## config.mk

```make
export PLATFORM = sky130hd
export DESIGN_NAME = executeStage
export DESIGN_NICKNAME = d
export VERILOG_FILES = /design/src/cpu_params.svh /design/src/cpu_pkg.sv /design/src/executeStage.sv
export SDC_FILE = /design/constraint.sdc
export NUM_CORES = 1
export LEC_CHECK = 0
export ABC_CLOCK_PERIOD_IN_PS = 3650
export BUFFER_PORTS_ARGS = -buffer_cell sky130_fd_sc_hd__buf_4
export CAP_MARGIN = 10
export CORE_ASPECT_RATIO = 1.5
export CORE_UTILIZATION = 47
export CTS_BUF_LIST = sky130_fd_sc_hd__clkbuf_4
export CTS_CLUSTER_SIZE = 20
export DETAILED_ROUTE_END_ITERATION = 10
export PLACE_DENSITY = 0.77
export SLEW_MARGIN = 20
export SYNTH_ARGS = -nofsm -noshare
export SYNTH_HDL_FRONTEND = slang
export SYNTH_SLANG_ARGS = --single-unit
```

## constraint.sdc

```tcl
create_clock -name clk -period 3.65 [get_ports clk]
set_input_delay 0.365 -clock clk [delete_from_list [all_inputs] [get_ports clk]]
set_output_delay 0.365 -clock clk [all_outputs]
set_load 0.02 [all_outputs]
```

## src/cpu_params.svh

```systemverilog
`ifndef CPU_PARAMS_SVH
`define CPU_PARAMS_SVH

// Memory sizing and reset values shared by the pipeline and its testbench

// Instruction memory word address width
// 256 words of program space
`define CPU_IMEM_AW 8

// Data memory word address width
// Byte address bits above this range are ignored
`define CPU_DMEM_AW 8

// First fetch address after reset
`define CPU_RESET_PC 32'h0000_0000

`endif

```

## src/cpu_pkg.sv

```systemverilog
`default_nettype none

package cpu_pkg;

   ////////////////////////////////////////////////////////////////////////////
   // Instruction encodings
   ////////////////////////////////////////////////////////////////////////////

   // Primary opcode field
   typedef enum logic [5:0] {
      R    = 6'h00,
      J    = 6'h02,
      JAL  = 6'h03,
      BEQ  = 6'h04,
      ADDI = 6'h08,
      LW   = 6'h23,
      SW   = 6'h2b
   } opcodeE;

   // ALU control codes
   typedef enum logic [2:0] {
      AND = 3'd0,
      OR  = 3'd1,
      ADD = 3'd2,
      SUB = 3'd6,
      SLT = 3'd7
   } aluOpE;

   typedef struct packed {
      opcodeE     opcode;
      logic [4:0] rs;
      logic [4:0] rt;
      logic [4:0] rd;
      logic [4:0] shamt;
      logic [5:0] funct;
   } rFieldsS;

   typedef struct packed {
      opcodeE      opcode;
      logic [4:0]  rs;
      logic [4:0]  rt;
      logic [15:0] imm;
   } iFieldsS;

   // Same instruction word seen as register or immediate format
   typedef union packed {
      rFieldsS r;
      iFieldsS i;
   } instrU;

   ////////////////////////////////////////////////////////////////////////////
   // Pipeline registers and hazard control
   ////////////////////////////////////////////////////////////////////////////

   typedef struct packed {
      logic       regWrite;
      logic       memToReg;
      logic       memWrite;
      logic       aluSrc;
      // 0 selects rt, 1 selects rd, 2 selects the link register
      logic [1:0] regDst;
      aluOpE      aluOp;
      logic       jumpLink;
   } ctrlS;

   typedef struct packed {
      instrU       instr;
      logic [31:0] pcPlus4;
   } ifIdS;

   typedef struct packed {
      ctrlS        ctrl;
      logic [31:0] rd1;
      logic [31:0] rd2;
      logic [31:0] signImm;
      logic [4:0]  rs;
      logic [4:0]  rt;
      logic [4:0]  rd;
      logic [31:0] pcPlus4;
   } idExS;

   typedef struct packed {
      logic        regWrite;
      logic        memToReg;
      logic        memWrite;
      logic        jumpLink;
      logic [31:0] aluOut;
      logic [31:0] writeData;
      logic [4:0]  writeReg;
      logic [31:0] pcPlus4;
   } exMemS;

   typedef struct packed {
      logic        regWrite;
      logic        memToReg;
      logic        jumpLink;
      logic [31:0] readData;
      logic [31:0] aluOut;
      logic [4:0]  writeReg;
      logic [31:0] pcPlus4;
   } memWbS;

   typedef enum logic [1:0] {
      NONE     = 2'b00,
      FROM_WB  = 2'b01,
      FROM_MEM = 2'b10
   } fwdSelE;

   typedef struct packed {
      logic   stallF;
      logic   stallD;
      logic   flushE;
      logic   forwardAD;
      logic   forwardBD;
      fwdSelE forwardAE;
      fwdSelE forwardBE;
   } hazardS;

   // Destination register of an instruction in execute
   function automatic logic [4:0] destReg(input logic [4:0] rt, input logic [4:0] rd,
                                          input logic [1:0] regDst);
      case (regDst)
         2'd0:    return rt;
         2'd1:    return rd;
         default: return 5'd31;
      endcase
   endfunction

endpackage

`default_nettype wire

```

## src/executeStage.sv

```systemverilog
`timescale 1ns/1ps
`default_nettype none

module executeStage (
   input  logic             clk,
   input  logic             rst,
   input  cpu_pkg::idExS    idEx,
   input  cpu_pkg::hazardS  hz,
   input  logic [31:0]      memFwd,
   input  logic [31:0]      wbData,
   output cpu_pkg::exMemS   exMem
);

   logic [31:0]    srcA;
   logic [31:0]    srcB;
   logic [31:0]    writeData;
   logic [31:0]    aluOut;
   cpu_pkg::exMemS exMemD;

   function automatic logic [31:0] fwdMux(input cpu_pkg::fwdSelE sel,
                                          input logic [31:0] regVal);
      case (sel)
         cpu_pkg::FROM_WB:  return wbData;
         cpu_pkg::FROM_MEM: return memFwd;
         default:           return regVal;
      endcase
   endfunction

   ////////////////////////////////////////////////////////////////////////////
   // Operand select and ALU
   ////////////////////////////////////////////////////////////////////////////

   assign srcA      = fwdMux(hz.forwardAE, idEx.rd1);
   assign writeData = fwdMux(hz.forwardBE, idEx.rd2);
   assign srcB      = idEx.ctrl.aluSrc ? idEx.signImm : writeData;

   always_comb begin
      case (idEx.ctrl.aluOp)
         cpu_pkg::AND: aluOut = srcA & srcB;
         cpu_pkg::OR:  aluOut = srcA | srcB;
         cpu_pkg::SUB: aluOut = srcA - srcB;
         // Signed compare
         cpu_pkg::SLT: aluOut = ($signed(srcA) < $signed(srcB)) ? 32'd1 : 32'd0;
         default:      aluOut = srcA + srcB;
      endcase
   end

   always_comb begin
      exMemD.regWrite  = idEx.ctrl.regWrite;
      exMemD.memToReg  = idEx.ctrl.memToReg;
      exMemD.memWrite  = idEx.ctrl.memWrite;
      exMemD.jumpLink  = idEx.ctrl.jumpLink;
      exMemD.aluOut    = aluOut;
      exMemD.writeData = writeData;
      exMemD.writeReg  = cpu_pkg::destReg(idEx.rt, idEx.rd, idEx.ctrl.regDst);
      exMemD.pcPlus4   = idEx.pcPlus4;
   end

   // EX/MEM register
   always_ff @(posedge clk) begin
      if (rst) begin
         exMem <= '0;
      end else begin
         exMem <= exMemD;
      end
   end

endmodule

`default_nettype wire

```

# Word level (Yosys, flattened, before mapping)
# Index checks and enable logic that the tools add are counted.
[op_classes] n_addsub=2 magnitude_cmp=1 eq_ne=8 muxes=6 n_bitwise=2 n_reduce_logical=2
[ops] cell="32-bit case mux with 2 select lines" count=2
[ops] cell="32-bit case mux with 4 select lines" count=1
[ops] cell="32-bit adder" count=1
[ops] cell="32-bit bitwise AND" count=1
[ops] cell="32-bit less-than comparator" count=1
[ops] cell="32-bit 2-to-1 mux" count=1
[ops] cell="32-bit bitwise OR" count=1
[ops] cell="32-bit subtractor" count=1
[ops] cell="5-bit case mux with 2 select lines" count=1
[ops] cell="2-bit by 1-bit == test with 1-bit output, second input constant" count=3
[ops] cell="3-bit == test, second input constant" count=2
[ops] cell="2-bit == test, second input constant" count=2
[ops] cell="3-bit by 1-bit == test with 1-bit output, second input constant" count=1
[ops] cell="3-bit zero test" count=1
[ops] cell="2-bit zero test" count=1
[ops] cell="1-bit 2-to-1 mux" count=1
[word_totals] register_bits=105 inputBits=228 out_inout_bits=105 word_cells=29

# Logic depth before layout (Yosys ltp)
# Gate-level depths: netlist (run 1).
[depth] word_depth=6 ltp_mapped=19 ltp_nobuf=18

# Worst setup path after synthesis (run 1)
# Ideal clock, no wire load.
[synth_timing] kind="input-to-reg" from="input port hz[0] in the netlist's numbering" to="register exMem[97] in the netlist's numbering" setup_time_ns=0.136 arrival_ns=3.847 t_required_ns=3.514 setup_slack_ns=-0.332 cell_stages=18 path_buffers=2 path_cell_list="inv_1 ha_1 clkbuf_1 clkbuf_1 a21oi_1 o21ai_0 ha_1 inv_1 fa_1 nand2b_1 a21oi_1 a21o_1 nor3_1 o21ai_1 a32oi_1 mux2_2 a211oi_1 a211oi_1"
[synth_via] elab_chain_len=5 elab_cells_between_ends=9 classes_between="2 x add/sub; 2 x eq/ne; 3 x mux; 2 x bitwise"
[synth_lines] element="from (decl)" line="executeStage.sv:8" rtl="input cpu_pkg::hazardS hz,"
[synth_lines] element="2-bit == test or 2-bit by 1-bit == test with 1-bit output (tied branches)" line="executeStage.sv:22" rtl="case (sel)"
[synth_lines] element="32-bit case mux with 2 select lines *" line="executeStage.sv:22"
[synth_lines] element="32-bit 2-to-1 mux *" line="executeStage.sv:35" rtl="assign srcB = idEx.ctrl.aluSrc ? idEx.signImm : writeData;"
[synth_lines] element="32-bit adder, or another cell as far along" line="executeStage.sv:44" rtl="default: aluOut = srcA + srcB;"
[synth_lines] element="32-bit case mux with 4 select lines *" line="executeStage.sv:38" rtl="case (idEx.ctrl.aluOp)"
[synth_lines] element="to (signal assigned)" line="executeStage.sv:64" rtl="exMem <= exMemD;"
[synth_lines] element="to (decl)" line="executeStage.sv:11" rtl="output cpu_pkg::exMemS exMem"
# Every way passes the cells marked *; elsewhere a longest branch is shown, timed or not.
# A chain may end at the register's enable or synchronous reset.

# Worst setup path after layout (run 1)
# Ends and elaborated chain as after synthesis.

==> results of run 1 <==
worst max-delay path, stage by stage:
cell and delay (ps):
buf_4 120, ha_1 240, buf_12 160, buf_4 150
a22oi_1 160, nor2_1 60, a21oi_1 210, o21ai_0 160
ha_1 340, or4_4 590, nor4_4 160, a21oi_1 140
nand3b_1 200, a31oi_4 160, buf_4 170, o2111a_1 220
nor4b_1 300, a211oi_1 110
report_power, final:
| part | switching [mW] | leakage (nW) | internal, mW | total, mW |
|---|---|---|---|---|
| logic | 1.56 | 5.95 | 1.37 | 2.93 |
| clock network | 0.479 | 0.0839 | 0.224 | 0.702 |
| registers | 0.0336 | 0.873 | 1.26 | 1.29 |
area by class of cell:
type	instances	area (sq um)	area share [%]
sequential	105	2100	14.9
tap	256	320	2.27
antenna	2	5.00	0.0355
inverter	104	393	2.79
timing repair buffer	590	4560	32.3
clock inverter	7	85.1	0.604
multi-input combinational	987	6560	46.6
clock buffer	9	67.6	0.479
worst max path at each step:
stage | slack [ps] | start | to
4_1_cts | 50 | hz[0] | exMem[69]
3_3_place_gp | -450 | hz[1] | exMem[100]
3_5_place_dp | -550 | hz[0] | exMem[69]
6_report | 100 | hz[0] | exMem[97]
5_1_grt | -40 | hz[1] | exMem[100]
2_1_floorplan | 4 | hz[0] | exMem[97]
cells by family after synthesis:
family,Yosys count,share of synthesized area (%)
XOR/XNOR,13,1.22
buffers and inverters,199,8.38
AND/OR/NAND/NOR,411,20.5
multiplexers,10,1.09
adder cells (fa/ha/maj),102,13.9
AO/OA/AOI/OAI,451,32.4
flip-flops,105,22.6
routing by layer:
metal | vias to the layer above | share of wire, %
li1 | 5566 | -
met1 | 5372 | 37
met2 | 674 | 49
met3 | 155 | 8.3
met4 | 0 | 6.3
met5 | - | 0
cell usage in the layout (no fill, tap or decap), types with 21 or more instances in the layout:
cell	synthesis	routed
ha_1	100	95
a22oi_1	70	70
nor2_1	153	153
inv_1	102	102
nor3_1	25	24
a21oi_1	114	111
dfxtp_1	105	105
nor2b_1	45	45
nand2_1	117	117
buf_4	5	567
o21ai_0	97	88
a21o_1	21	21
through the flow:
stage / power (mW) / cells
2_1_floorplan: 2.82 / 1291
3_3_place_gp: 4.08 / 2023
3_5_place_dp: 4.12 / 2023
4_1_cts: 4.82 / 2041
5_1_grt: 5.23 / 2059
6_report: 4.93 / 2060
repair_timing:
item                                    in CTS  in global routing
endpoints found under the setup margin       0                 13
resized for setup                            0                 26
hold buffers                                 2                 13
hold endpoints to repair                     2                 13
buffers inserted                             0                  4
==> summary.md, run 1 <==
| Metric | Value |
|---|---|
| Status | `finished with violations` |
| Failing checks | `hold timing` |
| Met2 usage | `61.2%` |
| Die X | `117 microns` |
| GR peak layer | `met2` |
| Initial antenna violation count | `1` |
| Netlist cell types | `86` |
| Detail Placement HPWL | `29,300 microns` |
| Hold-critical path endpoint | `exMem[28]` |
| Async SR Flop Fraction | `0%` |
| Die area | `20,400 sq um` |
| Fmax | `282 MHz` |
| Dpl ws | `-546 ps` |
| # IOs | `333` |
| Final Hold Vio Count | `9` |
| Post-route cell area | `14,100 sq um` |
| Util after Layout | `72.9%` |
| First-pass GRT wire length | `57,200 microns` |
| Final GP Congestion | `1.00` |
| Critical path startpoint category | `input port` |
| Setup violators final | `0` |
| Kind of critical path | `in2reg` |
| Final nets | `2,127` |
| Seq/Total Area, Yosys | `22.6%` |
| Detailed Routing Iterations Pass 1 | `6` |
| Req. time, crit path | `4120 ps` |
| CTS buffer count | `9` |
| Vias in the first global route | `11.6k` |
| Worst hold path stage count | `2` |
| LEAKAGE | `6.91 nW` |
| Period utilization | `97.3%` |
| Clock Sinks | `105` |
| Slew Viols, Final | `0` |
| DRC viols | `0` |
| Initial Util | `48.2%` |
| Vias per std cell | `5.71` |
| Max clock buf depth | `2` |
| Grt total ovfl | `0` |
| Cells after synthesis | `1,291` |
| Commonest cells post-synth | `nor2_1, nand2_1, a21oi_1` |
| Dpl cell area | `13,700 sq um` |
| Mapped Area | `9320 sq um` |
| Die Height | `174 microns` |
| PnR worst setup slack | `98.5 ps` |
| Slew headroom | `31.5%` |
| # H-tree levels | `3` |
| ANT nets after route | `0` |
| Share of layout cells above drive strength 1 | `35.3%` |
| Filler cells | `1,562` |
| Wirelength per Cell | `18.0 microns` |
| CTS root buffer | `clkbuf_4` |
| Starting DRT DRC Count | `1,071` |
| Largest registers | `exMem: 105 flops` |
| Global Route Usage Sum | `36.2%` |
| Syn-to-layout area delta | `51.2%` |
| Unrepaired setup endpoints after global routing | `true` |
| Max cap viols | `0` |
| Most frequent cell after synthesis | `nor2_1` |
| DRT Wirelength | `37,100 microns` |
| Port bufs | `322` |
| PwrDens | `350 nW/um^2` |
| Std cell rows | `62` |
| Arrival @ worst endpoint | `4020 ps` |
| Syn avg cell area | `7.22 sq um` |
| Met1 Track Usage GR | `40.1%` |
| Hold Path Class | `in2reg` |
| CTS tree | `yes` |
| M3 GR Usage | `7.60%` |
| Kind of end point of the critical path | `register` |
| Most flop-heavy register | `exMem` |
| Hold path start | `idEx[28]` |
| Seq cells post-synth | `105` |
| Vias | `11.8k` |
| Max reg flops | `105` |
| Top-area cell type share of the netlist area | `22.6%` |
| Ys flop type | `dfxtp_1` |
| Worst hold slack | `-21.2 ps` |
| Min Clock Period, post-route | `3550 ps` |
| Worst-path fanout max | `14` |
| Syn_nets | `1,621` |
| Post-synth EDFFs | `0` |
| Ranking of synthesized cells by area | `dfxtp_1, ha_1, nor2_1` |
| Reg clk slew, reported paths | `160 ps` |
| Least-Margin Pin Slew | `1030 ps` |
| Most area-hungry cell type in the Yosys netlist | `dfxtp_1` |
| Peak supply drop | `0.220 mV` |
| Setup TNS | `0 ps` |
| Ys Warns | `0` |
| Pin count of the biggest net entering global routing | `73` |
| Placeable Area | `19,300 sq um` |
Power figures use the tool's default switching activity.
==> run 2: changes to the inputs <==
Settings changed: ABC_CLOCK_PERIOD_IN_PS 3650 to 3140.
Clock period 3.65 ns to 3.14 ns, I/O delays scaled along.
==> summary.md, run 2 (same netlist as run 1, synthesis figures left out) <==
| Metric | Value |
|---|---|
| LEAKAGE | `7.71 nW (+12%)` |
| Detail Placement HPWL | `32,200 microns (+9.9%)` |
| Largest registers | `exMem: 105 flops` |
| Reg clk slew, reported paths | `160 ps (about the same)` |
| Max clock buf depth | `2 (unchanged)` |
| Design Power | `6.52 mW (+32%)` |
| DRC viols | `0 (unchanged)` |
| Final GP Congestion | `0.985 (-1.7%)` |
| PnR worst setup slack | `-308 ps (-406 ps)` |
| Grt total ovfl | `0 (unchanged)` |
| CTS tree | `yes` |
| Slew headroom | `47.8% (+16 points)` |
| Detailed Routing Iterations Pass 1 | `6 (unchanged)` |
| Failing checks | `setup timing` |
| ANT nets after route | `0 (unchanged)` |
| Min Clock Period, post-route | `3450 ps` |
| Vias | `13.2k (+12%)` |
| Arrival @ worst endpoint | `3860 ps (-160 ps)` |
| Period utilization | `110%` |
| Critical path startpoint category | `input port` |
| First-pass GRT wire length | `68,000 microns (+19%)` |
| Final nets | `2,264 (+6.4%)` |
| Final Hold Vio Count | `0 (-9)` |
| Worst-path fanout max | `5 (-9)` |
| Final Non-Filler Cells | `2,198 (+6.7%)` |
| Max reg flops | `105 (unchanged)` |
| Setup violators final | `19 (+19)` |
| Wirelength per Cell | `21.5 microns (+19%)` |
| Global Route Usage Sum | `44.1% (+7.9 points)` |
| Kind of end point of the critical path | `register` |
| Slew Viols, Final | `0 (unchanged)` |
| Unrepaired setup endpoints after global routing | `true` |
| CTS buffer count | `9 (unchanged)` |
| Std cell rows | `62 (unchanged)` |
| Max cap viols | `0 (unchanged)` |
| Vias in the first global route | `13.0k (+13%)` |
| DRT Wirelength | `47,200 microns (+27%)` |
| Most flop-heavy register | `exMem` |
| Clock Sinks | `105 (unchanged)` |
| Setup TNS | `-3470 ps (-3470 ps)` |
| Vias per std cell | `6.00 (+5.1%)` |
| Syn-to-layout area delta | `71.9%` |
| Dpl cell area | `14,300 sq um (+5.1%)` |
| Fmax | `290 MHz` |
| Peak supply drop | `0.241 mV (+10%)` |
| Initial Util | `48.2% (unchanged)` |
| CTS root buffer | `clkbuf_4` |
| Req. time, crit path | `3550 ps (-570 ps)` |
| Cells after DPL | `2,096 (+3.6%)` |
| Commonest non-fill, non-tap cell in the layout | `buf_4` |
| Initial antenna violation count | `3 (+2)` |
| Die Height | `174 microns (unchanged)` |
| Die X | `117 microns (unchanged)` |
| Least-Margin Pin Slew | `783 ps (-244 ps)` |
| Worst hold path stage count | `2 (unchanged)` |
| Status | `finished with violations` |
| Util after Layout | `82.9% (+10 points)` |
| Die area | `20,400 sq um (unchanged)` |
| PwrDens | `407 nW/um^2 (+16%)` |
| # IOs | `333 (unchanged)` |
| Pin count of the biggest net entering global routing | `64 (-12%)` |
| Share of layout cells above drive strength 1 | `45.4% (+10 points)` |
| Port bufs | `322 (unchanged)` |
| Post-route cell area | `16,000 sq um (+14%)` |
| Starting DRT DRC Count | `1,538 (+44%)` |
| Placeable Area | `19,300 sq um (unchanged)` |
| Kind of critical path | `in2reg` |
| Hold Path Class | `in2reg` |
| # H-tree levels | `3 (unchanged)` |
| Commonest non-fill, non-tap cells in the layout | `buf_4, nor2_1, nand2_1` |
==> run 2: changes by cell type in the layout (fill, tap and decap cells not counted), moves of 8 or more <==
cell / before / now
nor2_1: 153 / 142
buf_6: 1 / 13
a21oi_2: 3 / 32
o21ai_2: 2 / 21
ha_4: 1 / 14
dlygate4sd3_1: 15 / 31
o21ai_1: 15 / 28
ha_1: 95 / 80
nor2_2: 1 / 9
o21ai_0: 88 / 53
buf_4: 567 / 670
a21oi_1: 111 / 78
==> run 2: what timing repair did <==
action                     CTS  global route
setup endpoints to repair   16            25
hold buffers                31             0
pin swaps                   36            61
gates cloned                 1             0
setup buffers               26            25
hold endpoints to repair    28             0
gates resized for setup     83           107
==> run 2: stage by stage <==
| stage | hold WS [ps] | setup slack [ps] |
|---|---|---|
| after CTS | 0.298 | -34.2 |
| after global placement | 523 | -822 |
| after floorplan | 435 | -286 |
| after global routing | 0.712 | -334 |
| after detailed placement | 533 | -893 |
| final | 21.0 | -308 |
==> run 2: cell type report <==
| class | instances | area (sq um) |
|---|---|---|
| clock inverters | 6 | 42.5 |
| diodes | 3 | 7.51 |
| multi-input cells | 987 | 7330 |
| inverters | 104 | 400 |
| well taps | 256 | 320 |
| flip-flops and latches | 105 | 2100 |
| clock buffers | 10 | 75.1 |
| repair buffers | 727 | 5740 |
| fillers | 1219 | 3300 |
==> run 2: final timing paths <==
kind                  slack (ps)         to    start
worst max-delay path        -310  exMem[95]    hz[0]
worst min-delay path          20   exMem[0]  idEx[0]
==> run 2: report_power, final <==
group / internal (mW) / leakage (nW) / total [mW] / switching (mW)
sequential: 1.47 / 0.873 / 1.53 / 0.0655
combinational: 2.05 / 6.77 / 4.28 / 2.22
clock: 0.175 / 0.0600 / 0.708 / 0.533
==> run 2: worst max-delay path: stages <==
cell and delay, ps:
buf_12 90, inv_8 30, ha_4 320, buf_6 150, buf_6 110, nor2_4 30, a21oi_2 150, o21ai_2 120
buf_4 160, inv_1 80, ha_1 230, nand2b_1 100, a221oi_1 530, buf_4 230, nor3_2 50, nand3b_1 160
a31oi_4 130, buf_12 150, o41ai_4 320, o211ai_1 150, a21oi_2 150, a311oi_2 60
==> run 2: metal layers <==
metal | track usage (%) | up-vias | part of all wire (%)
met4 | 28.9 | 2 | 7.6
met2 | 73.6 | 930 | 48
li1 | - | 5852 | -
met1 | 47.7 | 6118 | 34
met3 | 12.6 | 292 | 10
met5 | 1.28 | - | 0.066
==> run 3: changes to the inputs <==
Settings changed: RECOVER_POWER from default to 25.
==> summary.md, run 3 (same netlist as run 1, synthesis figures left out) <==
| Metric | Value |
|---|---|
| Std cell rows | `62 (unchanged)` |
| DRC viols | `0 (unchanged)` |
| Setup violators final | `19 (unchanged)` |
| Max stage delay on crit path | `560 ps (+30 ps)` |
| Final GP Congestion | `0.985 (unchanged)` |
| Reg clk slew, reported paths | `170 ps (about the same)` |
| Kind of end point of the critical path | `register` |
| Fmax | `291 MHz (+0.23%)` |
| Clock Power Share | `10.9% (about the same)` |
| Min Clock Period, post-route | `3440 ps (-8.03 ps)` |
| Final nets | `2,264 (unchanged)` |
| Failing checks | `setup timing` |
| Die X | `117 microns (unchanged)` |
| Peak supply drop | `0.242 mV (+0.14%)` |
| Sum of buffers and inverters on the critical path | `5 (-3)` |
| Wirelength per Cell | `21.5 microns (about the same)` |
| First-pass GRT wire length | `68,000 microns (unchanged)` |
| Slew headroom | `48.7% (+0.87 points)` |
| Post-route cell area | `16,000 sq um (about the same)` |
| CP top delay family | `compound AO/OA/AOI/OAI gates` |
| # IOs | `333 (unchanged)` |
| Hold path start | `idEx[0]` |
| Vias in the first global route | `13.0k (unchanged)` |
| Commonest non-fill, non-tap cell in the layout | `buf_4` |
| PwrDens | `407 nW/um^2 (about the same)` |
| Critical path startpoint category | `input port` |
| Clock Sinks | `105 (unchanged)` |
| CP Cell Sequence | `buf_6, ha_4, buf_6, buf_6, nor2_4, a21oi_2, o21ai_2, ha_4, buf_6, or4_4, nor4_4, a21oi_2, nand3b_1, a31oi_4, buf_12, o41ai_4, o211ai_1, a21oi_2, a311oi_2` |
| Period utilization | `110% (-0.26 points)` |
| Req. time, crit path | `3550 ps (about the same)` |
| CTS buffer count | `9 (unchanged)` |
| Least-Margin Pin Slew | `770 ps (-13.1 ps)` |
| Critical Path Stages | `19 (-14%)` |
| Pin count of the biggest net entering global routing | `64 (unchanged)` |
| Hold Path Class | `in2reg` |
| Max reg flops | `105 (unchanged)` |
| Unrepaired setup endpoints after global routing | `true` |
| Status | `finished with violations` |
| Initial Util | `48.2% (unchanged)` |
| PnR worst setup slack | `-300 ps (+8.03 ps)` |
| Final Hold Vio Count | `0 (unchanged)` |
| Sw Share | `43.4% (about the same)` |
| Combinational share of power | `65.6% (about the same)` |
| Global Route Usage Sum | `44.1% (unchanged)` |
| CP most frequent cell | `buf_6` |
| Dpl cell area | `14,300 sq um (unchanged)` |
| Vias | `13.1k (-0.65%)` |
| Max clock buf depth | `2 (unchanged)` |
| Detailed Routing Iterations Pass 1 | `6 (unchanged)` |
| Port bufs | `322 (unchanged)` |
| CTS root buffer | `clkbuf_4` |
| Syn-to-layout area delta | `71.8% (about the same)` |
| Most flop-heavy register | `exMem` |
| Setup TNS | `-3160 ps (+307 ps)` |
| Hold-critical path endpoint | `exMem[0]` |
| Share of layout cells above drive strength 1 | `45.3% (-0.15 points)` |
| NetSw | `2.82 mW (about the same)` |
| Worst hold path stage count | `2 (unchanged)` |
| ANT nets after route | `0 (unchanged)` |
| Critical path's slowest cell | `or4_4` |
| Kind of critical path | `in2reg` |
| Grt total ovfl | `0 (unchanged)` |
| Detail Placement HPWL | `32,200 microns (unchanged)` |
| Worst hold slack | `23.0 ps (+2.04 ps)` |
| CTS tree | `yes` |
| # H-tree levels | `3 (unchanged)` |
| Worst-path fanout max | `5 (unchanged)` |
| DRT Wirelength | `47,200 microns (about the same)` |
| Max cap viols | `0 (unchanged)` |
| Placeable Area | `19,300 sq um (unchanged)` |
| Die Height | `174 microns (unchanged)` |
| Slew Viols, Final | `0 (unchanged)` |
| Part of the power in registers | `23.5% (about the same)` |
| Int Power | `3.69 mW (about the same)` |
| Commonest non-fill, non-tap cells in the layout | `buf_4, nor2_1, nand2_1` |
| LEAKAGE | `7.70 nW (-0.13%)` |
| Dpl ws | `-893 ps (unchanged)` |
| Starting DRT DRC Count | `1,529 (-0.59%)` |
| Initial antenna violation count | `3 (unchanged)` |
| Arrival @ worst endpoint | `3850 ps (about the same)` |
| Vias per std cell | `5.96 (-0.65%)` |
| Die area | `20,400 sq um (unchanged)` |
| Largest registers | `exMem: 105 flops` |
==> run 3: timing repair <==
action	4_1_cts	5_1_grt
buffers inserted	26	25
hold endpoints to repair	28	0
cloned	1	0
pin swaps	36	61
endpoints found under the setup margin	16	25
hold buffers	31	0
resized for setup	83	107
==> run 3: how the worst max path moves through the flow <==
stage	from	to	slack (ps)
3_5_place_dp	hz[0]	exMem[100]	-890
6_report	hz[1]	exMem[95]	-300
3_3_place_gp	hz[0]	exMem[87]	-820
5_1_grt	hz[0]	exMem[95]	-330
2_1_floorplan	hz[0]	exMem[94]	-290
4_1_cts	hz[1]	exMem[96]	-30
==> run 3: cell type report <==
class / count / area (sq um)
flip-flops and latches: 105 / 2100
inverters: 104 / 400
repair buffers: 727 / 5730
clock buffers: 10 / 75.1
diodes: 3 / 7.51
fillers: 1225 / 3310
well taps: 256 / 320
multi-input cells: 987 / 7330
clock inverters: 6 / 42.5
==> run 3: per-stage QoR <==
stage               utilization (%)  total power, mW  instances
global route                   82.8             6.82       2196
finish                         82.9             6.51       2198
CTS                            79.5             6.06       2170
floorplan                         -             3.37       1291
detailed placement             74.3             5.10       2096
global placement               74.3             5.04       2096
==> run 3: routing by layer <==
metal,GRT usage [%],routed length (microns),up-vias
li1,-,-,5855
met2,73.6,22700,885
met1,47.7,16300,6108
met3,12.6,4640,258
met5,1.28,31,-
met4,28.9,3480,2
==> run 3: power by group through the flow <==
| stage | Sequential, mW | Clock, mW | Combinational (mW) |
|---|---|---|---|
| 3_3_place_gp | 1.54 | 0 | 3.50 |
| 5_1_grt | 1.54 | 0.765 | 4.51 |
| 2_1_floorplan | 1.70 | 0 | 1.67 |
| 6_report | 1.53 | 0.711 | 4.27 |
| 4_1_cts | 1.51 | 0.714 | 3.83 |
| 3_5_place_dp | 1.54 | 0 | 3.56 |
